$ cat src/hdl/io_settings.svh
`ifndef IO_SETTINGS_SVH
`define IO_SETTINGS_SVH

// Processor bus and GPIO pin width
`define IO_DATA_W 8

// Byte address into the register map
`define IO_ADDR_W 8

// Prescaler count and scale factor width
`define IO_PRESCALE_W 16

`endif

$ cat src/hdl/io_pkg.sv
`default_nettype none

`include "io_settings.svh"

package io_pkg;

    // ******************************
    // Register map
    typedef enum logic [`IO_ADDR_W-1:0] {
        DIR      = `IO_ADDR_W'd0,  // Pin direction, 1 drives the pin
        PORT     = `IO_ADDR_W'd1,  // Output latch
        PINS     = `IO_ADDR_W'd2,  // Pin readback, read only
        SCALE_LO = `IO_ADDR_W'd3,
        SCALE_HI = `IO_ADDR_W'd4,
        CTRL     = `IO_ADDR_W'd5,  // Mode in 1:0, routing in 3:2
        CMPR0    = `IO_ADDR_W'd6,
        CMPR1    = `IO_ADDR_W'd7,
        COUNT    = `IO_ADDR_W'd8   // Timer count, read only
    } io_reg_addr_e;

    // ******************************
    // Timer modes from CTRL[1:0]
    typedef enum logic [1:0] {
        IDLE = 2'd0,  // Counter cleared
        CTC  = 2'd1,  // Clear on compare 0
        PWM  = 2'd2,  // Free running, two PWM outputs
        HOLD = 2'd3   // Everything frozen
    } timer_mode_e;

endpackage

`default_nettype wire

$ cat src/hdl/timer_cfg_if.sv
`default_nettype none

`include "io_settings.svh"

interface timer_cfg_if;
    import io_pkg::*;

    // Configuration, register block to timer
    logic [`IO_PRESCALE_W-1:0] scale_factor;
    timer_mode_e               mode;
    logic [`IO_DATA_W-1:0]     cmpr0;
    logic [`IO_DATA_W-1:0]     cmpr1;

    // Status, timer back to register block
    logic [`IO_DATA_W-1:0]     count;
    logic                      out0;
    logic                      out1;

    modport cfg (
        output scale_factor, mode, cmpr0, cmpr1,
        input  count, out0, out1
    );

    modport tmr (
        input  scale_factor, mode, cmpr0, cmpr1,
        output count, out0, out1
    );

endinterface

`default_nettype wire

$ cat src/hdl/io_regs.sv
`default_nettype none

`include "io_settings.svh"

module io_regs (
    input  logic                  clk,
    input  logic                  reset,
    // Processor bus
    input  logic [`IO_ADDR_W-1:0] address,
    input  logic [`IO_DATA_W-1:0] din,
    input  logic                  w_en,
    input  logic                  r_en,
    output logic [`IO_DATA_W-1:0] dout,
    // Pad side
    input  logic [`IO_DATA_W-1:0] pin_in,
    output logic [`IO_DATA_W-1:0] pin_out,
    output logic [`IO_DATA_W-1:0] pin_oe,
    // Timer configuration and status
    timer_cfg_if.cfg              tcfg
);
    import io_pkg::*;

    localparam int ROUTE0_BIT = 2;  // CTRL bit, out0 onto pin 6
    localparam int ROUTE1_BIT = 3;  // CTRL bit, out1 onto pin 7

    io_reg_addr_e          reg_sel;

    logic [`IO_DATA_W-1:0] dir;
    logic [`IO_DATA_W-1:0] port;
    logic [`IO_DATA_W-1:0] scale_lo;
    logic [`IO_DATA_W-1:0] scale_hi;
    logic [`IO_DATA_W-1:0] ctrl;
    logic [`IO_DATA_W-1:0] cmpr0;
    logic [`IO_DATA_W-1:0] cmpr1;

    assign reg_sel = io_reg_addr_e'(address);

    // ******************************
    // Register writes
    always_ff @(posedge clk) begin
        if (reset) begin
            dir      <= '0;
            port     <= '0;
            scale_lo <= '0;
            scale_hi <= '0;
            ctrl     <= '0;
            cmpr0    <= '0;
            cmpr1    <= '0;
        end else if (w_en) begin
            case (reg_sel)
                DIR:      dir      <= din;
                PORT:     port     <= din;
                SCALE_LO: scale_lo <= din;
                SCALE_HI: scale_hi <= din;
                CTRL:     ctrl     <= din;
                CMPR0:    cmpr0    <= din;
                CMPR1:    cmpr1    <= din;
                default:  ;  // PINS, COUNT and unmapped
            endcase
        end
    end

    // ******************************
    // Registered read data
    // Old register value wins on a same-cycle write
    always_ff @(posedge clk) begin
        if (reset) begin
            dout <= '0;
        end else if (r_en) begin
            case (reg_sel)
                DIR:      dout <= dir;
                PORT:     dout <= port;
                PINS:     dout <= pin_in;      // Sampled on the read edge
                SCALE_LO: dout <= scale_lo;
                SCALE_HI: dout <= scale_hi;
                CTRL:     dout <= ctrl;
                CMPR0:    dout <= cmpr0;
                CMPR1:    dout <= cmpr1;
                COUNT:    dout <= tcfg.count;
                default:  ;                    // Unmapped, hold
            endcase
        end
    end

    // ******************************
    // Timer configuration
    assign tcfg.scale_factor = {scale_hi, scale_lo};
    assign tcfg.mode         = timer_mode_e'(ctrl[1:0]);
    assign tcfg.cmpr0        = cmpr0;
    assign tcfg.cmpr1        = cmpr1;

    // Pad drive, timer outputs can take over pins 6 and 7
    assign pin_oe  = dir;
    assign pin_out = {
        ctrl[ROUTE1_BIT] ? tcfg.out1 : port[7],
        ctrl[ROUTE0_BIT] ? tcfg.out0 : port[6],
        port[5:0]
    };

    // Strobes must be driven once out of reset
    a_strobes_known: assert property (
        @(posedge clk) disable iff (reset)
        !($isunknown(w_en) && $isunknown(r_en))
    ) else $error("w_en and r_en both unknown");

endmodule

`default_nettype wire

$ cat src/hdl/counter_timer.sv
`default_nettype none

`include "io_settings.svh"

module counter_timer (
    input  logic     clk,
    input  logic     reset,
    timer_cfg_if.tmr tcfg
);
    import io_pkg::*;

    localparam logic [`IO_DATA_W-1:0] COUNT_TOP = '1;  // Last count of a PWM period

    logic [`IO_PRESCALE_W-1:0] prescaler;
    logic                      tick;
    logic [`IO_DATA_W-1:0]     count;
    logic                      out0;
    logic                      out1;
    logic                      match0;
    logic                      match1;

    // Only for the CTC bound check
    logic                      ctc_synced;
    logic [`IO_DATA_W-1:0]     cmpr0_seen;

    // ******************************
    // Prescaler, one tick per scale_factor+1 clocks
    always_ff @(posedge clk) begin
        if (reset) begin
            prescaler <= '0;
            tick      <= 1'b0;
        end else if (prescaler == tcfg.scale_factor) begin
            prescaler <= '0;
            tick      <= 1'b1;
        end else begin
            prescaler <= prescaler + 1'b1;
            tick      <= 1'b0;
        end
    end

    // Comparators
    assign match0 = (count == tcfg.cmpr0);
    assign match1 = (count == tcfg.cmpr1);

    // ******************************
    // Counter and outputs, advance on tick only
    always_ff @(posedge clk) begin
        if (reset) begin
            count <= '0;
            out0  <= 1'b0;
            out1  <= 1'b0;
        end else if (tick) begin
            case (tcfg.mode)
                IDLE: begin
                    count <= '0;
                    out0  <= 1'b0;
                    out1  <= 1'b0;
                end
                CTC: begin
                    if (match0) begin
                        count <= '0;
                        out0  <= ~out0;        // Toggle per compare period
                    end else begin
                        count <= count + 1'b1;
                    end
                end
                PWM: begin
                    count <= count + 1'b1;     // Wraps after 255
                    if (count == COUNT_TOP) begin
                        out0 <= 1'b1;          // Period restarts at 0
                        out1 <= 1'b1;
                    end else begin
                        if (match0) out0 <= 1'b0;
                        if (match1) out1 <= 1'b0;
                    end
                end
                default: ;                     // HOLD
            endcase
        end
    end

    assign tcfg.count = count;
    assign tcfg.out0  = out0;
    assign tcfg.out1  = out1;

    // ******************************
    // Tracks a completed CTC match with cmpr0 unchanged since
    always_ff @(posedge clk) begin
        if (reset) begin
            ctc_synced <= 1'b0;
            cmpr0_seen <= '0;
        end else begin
            cmpr0_seen <= tcfg.cmpr0;
            if (tcfg.mode != CTC || tcfg.cmpr0 != cmpr0_seen) begin
                ctc_synced <= 1'b0;
            end else if (tick && match0) begin
                ctc_synced <= 1'b1;
            end
        end
    end

    a_tick_single: assert property (
        @(posedge clk) disable iff (reset)
        (tick && tcfg.scale_factor != '0) |=> !tick
    ) else $error("prescaler tick held for two cycles");

    a_ctc_bound: assert property (
        @(posedge clk) disable iff (reset)
        (ctc_synced && tcfg.mode == CTC && tcfg.cmpr0 == cmpr0_seen) |-> count <= tcfg.cmpr0
    ) else $error("CTC count above compare 0");

endmodule

`default_nettype wire

$ cat src/hdl/io_periph.sv
`default_nettype none

`include "io_settings.svh"

module io_periph (
    input  logic                  clk,
    input  logic                  reset,
    // Processor bus
    input  logic [`IO_ADDR_W-1:0] address,
    input  logic [`IO_DATA_W-1:0] din,
    input  logic                  w_en,
    input  logic                  r_en,
    output logic [`IO_DATA_W-1:0] dout,
    // Pad, tri-state buffer sits outside
    input  logic [`IO_DATA_W-1:0] pin_in,
    output logic [`IO_DATA_W-1:0] pin_out,
    output logic [`IO_DATA_W-1:0] pin_oe
);

    timer_cfg_if u_tcfg ();

    io_regs u_regs (
        .clk     (clk),
        .reset   (reset),
        .address (address),
        .din     (din),
        .w_en    (w_en),
        .r_en    (r_en),
        .dout    (dout),
        .pin_in  (pin_in),
        .pin_out (pin_out),
        .pin_oe  (pin_oe),
        .tcfg    (u_tcfg.cfg)
    );

    counter_timer u_timer (
        .clk   (clk),
        .reset (reset),
        .tcfg  (u_tcfg.tmr)
    );

endmodule

`default_nettype wire

$ cat config.mk
export PLATFORM = sky130hd
export DESIGN_NAME = io_periph
export DESIGN_NICKNAME = d
export VERILOG_FILES = /design/src/hdl/io_pkg.sv /design/src/hdl/timer_cfg_if.sv /design/src/hdl/io_regs.sv /design/src/hdl/counter_timer.sv /design/src/hdl/io_periph.sv
export VERILOG_INCLUDE_DIRS = /design/src /design/src/hdl
export SDC_FILE = /design/constraint.sdc
export NUM_CORES = 1
export LEC_CHECK = 0
export BUFFER_PORTS_ARGS = -buffer_cell sky130_fd_sc_hd__buf_2
export CAP_MARGIN = 20
export CORE_ASPECT_RATIO = 2
export CORE_MARGIN = 1
export CORE_UTILIZATION = 50
export DETAILED_ROUTE_END_ITERATION = 6
export MAX_ROUTING_LAYER = met4
export PLACE_DENSITY = 0.84
export SLEW_MARGIN = 25
export SYNTH_ARGS = -nofsm -noshare
export SYNTH_HDL_FRONTEND = slang
export SYNTH_SLANG_ARGS = --single-unit
$ cat constraint.sdc
create_clock -name clk -period 1.65 [get_ports clk]
set_input_delay 0.0825 -clock clk [delete_from_list [all_inputs] [get_ports clk]]
set_output_delay 0.0825 -clock clk [all_outputs]
set_load 0.05 [all_outputs]
# --- Yosys cells after proc, flatten, opt, wreduce, memory -nomap -nowiden ---
# Index checks and enable logic that the tools add are counted.
totals:
  register_bits: 91
  input_bits: 28
  output_inout_bits: 24
  word_cells: 63
classes:
  add_sub_neg: 2
  n_eq_ne: 17
  muxes: 13
  bitwise: 1
  n_reduce_logical: 17
op_table:
  columns: ["operator", "count"]
  rows:
  - ["$pmux W8 S9", 1]
  - ["$eq A8 B3 Y1 const B", 4]
  - ["$pmux W8 S3", 1]
  - ["$reduce_and A2 Y1", 9]
  - ["$add A16 B1 Y16 const B", 1]
  - ["$eq A16 B16 Y1", 1]
  - ["$eq A8 B2 Y1 const B", 2]
  - ["$eq A8 B8 Y1", 2]
  - ["$reduce_bool A9 Y1", 1]
  - ["$add A8 B1 Y8 const B", 1]
  - ["$eq A8 B1 Y1 const B", 1]
  - ["$eq A8 B4 Y1 const B", 1]
  - ["$eq A8 B8 Y1 const B", 1]
  - ["$logic_not A8 Y1", 1]
  - ["$mux W1", 8]
  - ["$mux W8", 1]
  - ["$ne A3 B1 Y1 const B", 2]
  - ["$reduce_and A4 Y1", 1]
  - ["$pmux W1 S3", 1]
  - ["$reduce_and A3 Y1", 1]
  - ["$reduce_bool A3 Y1", 1]
  - ["$eq A2 B1 Y1 const B", 1]
  - ["$eq A2 B2 Y1 const B", 1]
  - ["$logic_not A2 Y1", 1]
  - ["other kinds (5)", 5]

# --- Depth between registers and ports, before layout ---
logic_depth:
  ltp_word: 4
  mapped_depth: 7
  mapped_depth_nobuf: 6

# --- Cells and area by module ---
# Synthesis repeated with hierarchy kept, for this count alone.
hier_totals:
  cells_unflattened: 517
  area_unflattened_um2: 4956.0
modules_own_cells:
  columns: ["module", "instances", "cells_per_inst", "area_each_um2", "seq_area_each_um2"]
  rows:
  - ["io_regs", 1, 325, 3265.6, 1281.2]
  - ["counter_timer", 1, 192, 1690.4, 540.5]

# --- Worst setup path after synthesis ---
# No wires, ideal clock.
synth_timing:
  path_type: "register -> register"
  startpoint: "register u_timer.count[3] (netlist: u_timer.tcfg.count[3])"
  endpoint: "register u_timer.count[6] (netlist: u_timer.tcfg.count[6])"
  setup_ns: 0.137
  arrival_time_ns: 1.478
  required_time_ns: 1.513
  path_slack_ns: 0.035
  path_stages_with_launch: 7
  n_path_buf: 1
  synth_period_minus_slack_ns: 1.615
  cell_sequence: "dfxtp_1 -> buf_6 -> xor2_2 -> nor4_4 -> a21oi_2 -> o41ai_4 -> o22ai_2"
synth_via:
  elab_chain_len: 3
  elab_cells_between_ends: 4
  cone_classes: "1 x add/sub; 1 x eq/ne; 2 x mux"
synth_rtl:
  columns: ["element", "line_no", "rtl"]
  rows:
  - ["start, declared", "counter_timer.sv:16", "logic [`IO_DATA_W-1:0] count;"]
  - ["start signal, assigned", "counter_timer.sv:64", "count <= count + 1'b1;"]
  - ["start signal, assigned", "counter_timer.sv:68", "count <= count + 1'b1;"]
  - ["$add A8 B1 Y8 or $eq A8 B8 Y1 (tied branches)", "counter_timer.sv:64, counter_timer.sv:68, counter_timer.sv:42", null]
  - ["$mux W8", "counter_timer.sv:60", "if (match0) begin"]
  - ["$pmux W8 S3 (*)", "counter_timer.sv:53", "case (tcfg.mode)"]
# Every way passes the cells marked *; elsewhere a longest branch is shown, timed or not.
# A chain may end at the register's enable or synchronous reset.

# --- Worst setup path in the final report ---
layout_timing:
  startpoint: "register u_regs.cmpr0[4] (netlist: u_regs.tcfg.cmpr0[4])"
  endpoint: "register u_timer.count[6] (netlist: u_timer.tcfg.count[6])"
layout_via:
  elab_chain_len: 3
layout_rtl:
  columns: ["element", "line_no", "rtl"]
  rows:
  - ["start, declared", "io_regs.sv:33", "logic [`IO_DATA_W-1:0] cmpr0;"]
  - ["start signal, assigned", "io_regs.sv:56", "CMPR0: cmpr0 <= din;"]
  - ["$eq A8 B8 Y1", "counter_timer.sv:42", "assign match0 = (count == tcfg.cmpr0);"]
  - ["$mux W8", "counter_timer.sv:60", null]
  - ["$pmux W8 S3", "counter_timer.sv:53", null]
# No other way between the ends.

==> impl_metrics.toml <==
[run_status]
run_status = "finished with violations"
violations = "negative setup slack"

[grt]
grt.met3_usage_pct = 5.89
globalRoute.totalOverflow = 0
globalRouteMet1Util_pct = 27.7
top_usage_layer = "met2"
first_global_vias = 4170
grt_first_pass_wirelength_mm = 21.6
grt_max_degree = 60
met2_demand_to_capacity_share_in_global_routing_pct = 52.0
grt_antenna_before_repair = 0
grtUsageTotal_pct = 29.6

[sta]
report.final.setup_viol = 1
achievable-frequency_mhz = 604
slew-limit-headroom_pct = 67.5
worst_slack_ns = -0.00538
final_min_period_over_clock_period_pct = 100
timing.clock.skew_ns = 0.00659
tightestPinTransition_ns = 0.487
finalHoldWorstSlack_ns = 0.0988
setup_tns_ns = -0.00538
rsz_0062_raised_after_global_routing = "true"
shortest_clock_period_the_worst_path_allows_after_layout_ns = 1.66
final-hold-violation-count = 0
drv_slew = 0

[place]
placement.io_buffers = 51
globalplace.congestion = 0.965
placement.cell_area_um2 = 5280
pre_cts_ws_ns = -0.0323
dp.final_hpwl_mm = 10.8

[critical_path]
worst_path_largest_cell_delay_ns = 0.34
worst_setup_path_end_kind = "flop"
critical_path.cell_chain = "xor2_2 > nor4_4 > a21oi_2 > o41ai_4 > buf_6 > o22ai_2"
crit_fanout = 7
cp-start-kind = "flop"
critPathBufInv = 1
crit_path_top_delay_cell = "sky130_fd_sc_hd__dfxtp_2"
critical_path_arrival_ns = 1.89
critical_path_required_ns = 1.89
critical_path.top_delay_family = "compound AO/OA/AOI/OAI gates"
worstSetupPathType = "reg -> reg"

[power]
powerDensity_nw_per_um2 = 813
power.static_leakage_nw = 2.51
total_power_mw = 4.61
irDropWorstVdd_uv = 709

[route]
drcViolationCount = 0
drt_iter0_drc = 302
postRouteWirelength_mm = 14.3
detailedRoute.firstPassIterationCount = 5
route.vias.total = 4216
drtAntennaViolNets = 0
wl_per_cell_um = 20.1
route.detailed.vias_per_inst = 5.92

[floorplanning]
floorplan.initialDensity_pct = 51.7
design.die.area_um2 = 10100
core-area_um2 = 9380
fp.dieH_um = 141
rows = 50
ios = 52
dieWidth_um = 71.7

[final_layout]
layout-drive-gt1-share_pct = 23.4
n_fill_cell = 793
ant_cells = 0
nets = 637
layout.cells.most_common_list = "sky130_fd_sc_hd__dfxtp_1, sky130_fd_sc_hd__nor2_1, sky130_fd_sc_hd__nand2_1"
post-route-cell-area_um2 = 5670
area_growth_pct = 16.9
layout.cells.most_common = "sky130_fd_sc_hd__dfxtp_1"

[hold_path]
hold_class = "in -> reg"

[logic_synthesis]
synth.yosys.warnings = 0
synthFlopType = "sky130_fd_sc_hd__dfxtp_1"
post_synth_edffs = 0
ys_seq_elements = 91
post_synth_inst_count = 549
asyncSetResetFlopFracSynth_pct = 0
post_synth.cell_area_avg_um2 = 8.84
yosysSeqAreaShare_pct = 37.5
syn-num-nets = 583
synth.cell_area_um2 = 4850
synthDistinctLibCells = 54

[flow_run]
max-cap-violations = 0

[clock_network]
holdBufCountCts = 0
h-tree-depth = 3
cts.root.buffer_cell = "sky130_fd_sc_hd__clkbuf_16"
worstSkewPairLatency_ns = 0.35
clock_tree.buffer_depth = 2
clk_transition_reported_paths_ns = 0.07
cts_sinks = 91
cts_tree = "done"
numCtsBuffers = 9
==> through the flow <==
stage	std cells	utilization, %
after detailed placement	693	56.2
after global placement	693	56.2
after global routing	712	60.5
after CTS	709	59.5
after floorplan	549	-
final	712	60.5
==> worst register-to-register path, cell delays in order (launching register included) <==
cell                      delay (ns)
sky130_fd_sc_hd__dfxtp_2        0.34
sky130_fd_sc_hd__xor2_2         0.19
sky130_fd_sc_hd__nor4_4         0.34
sky130_fd_sc_hd__a21oi_2        0.13
sky130_fd_sc_hd__o41ai_4        0.31
sky130_fd_sc_hd__buf_6          0.18
sky130_fd_sc_hd__o22ai_2        0.06
==> worst paths after layout <==
kind	startpoint	endpoint	slack, ns	cells after the start
worst max register to register	u_regs.tcfg.cmpr0[4]	u_timer.tcfg.count[6]	-0.005	6
worst min register to register	u_regs.dout[4]	u_regs.dout[4]	0.45	2
worst min-delay path	din[3]	u_regs.scale_hi[3]	0.1	3
worst max-delay path	u_regs.tcfg.cmpr0[4]	u_timer.tcfg.count[6]	-0.005	6
==> state kept, by name, indices dropped and copies added, names as in the netlist <==
register            cells
u_regs.tcfg.cmpr1       8
u_regs.scale_lo         8
u_regs.tcfg.cmpr0       8
u_timer.tcfg.out0       1
u_timer.tcfg.out1       1
u_regs.port             8
u_timer.prescaler      16
u_regs.ctrl             8
u_regs.scale_hi         8
u_timer.tick            1
u_regs.dout             8
u_regs.pin_oe           8
u_timer.tcfg.count      8
==> area by class of cell <==
| type | instances | area (µm²) | share of cell area, % |
|---|---|---|---|
| Inverter | 14 | 52.6 | 0.926 |
| Multi-Input combinational cell | 404 | 2810 | 49.5 |
| Tap cell | 104 | 130 | 2.29 |
| Timing Repair Buffer | 83 | 553 | 9.75 |
| Clock buffer | 10 | 239 | 4.21 |
| Sequential cell | 91 | 1830 | 32.2 |
| Clock inverter | 6 | 65.1 | 1.15 |
==> synth_stat cells (7+ instances only) <==
master                     instances  share of area, %
sky130_fd_sc_hd__o21a_1            7               1.1
sky130_fd_sc_hd__buf_4            11               1.7
sky130_fd_sc_hd__clkbuf_1         12              0.93
sky130_fd_sc_hd__inv_1            14               1.1
sky130_fd_sc_hd__nand3_1          19               2.0
sky130_fd_sc_hd__o31ai_1           7               1.1
sky130_fd_sc_hd__nor2_1           86               6.6
sky130_fd_sc_hd__nor4_1           14               1.8
sky130_fd_sc_hd__dfxtp_1          91                38
sky130_fd_sc_hd__xnor2_1           8               1.4
sky130_fd_sc_hd__buf_2            12               1.2
sky130_fd_sc_hd__a21oi_1          17               1.8
sky130_fd_sc_hd__a221oi_1          8               1.4
sky130_fd_sc_hd__mux2_2            7               1.6
sky130_fd_sc_hd__nand2_1          55               4.3
sky130_fd_sc_hd__xor2_1           42               7.6
sky130_fd_sc_hd__nand3b_1         14               2.2
sky130_fd_sc_hd__mux2i_1          51                11
sky130_fd_sc_hd__nand2b_1         10               1.3
==> logic make-up after synthesis <==
kind of cell / Yosys count / share of synthesized area [%]
multiplexers: 59 / 12.6
AO/OA/AOI/OAI: 52 / 7.73
XOR/XNOR: 51 / 9.36
adder cells (fa/ha/maj): 6 / 1.55
AND/OR/NAND/NOR: 236 / 25.4
flip-flops: 91 / 37.5
buffers and inverters: 54 / 5.82
==> power breakdown <==
| part | leakage, nW | total, mW | internal (mW) | switching, mW |
|---|---|---|---|---|
| sequential | 0.736 | 2.21 | 2.20 | 0.00479 |
| combinational | 1.63 | 0.319 | 0.117 | 0.202 |
| clock | 0.148 | 2.09 | 1.21 | 0.875 |
==> timing repair <==
action,in CTS,in global routing
setup buffers,0,3
gates cloned,0,0
endpoints found under the setup margin,7,25
gates resized for setup,1,19
pin swaps,0,7
==> layer usage <==
metal / vias to the layer above / wire length (µm)
li1: 1974 / -
met1: 2013 / 4850
met2: 164 / 7740
met3: 65 / 663
met4: 0 / 1030
met5: - / 0
No activity file was read; power rests on OpenSTA's default activity.
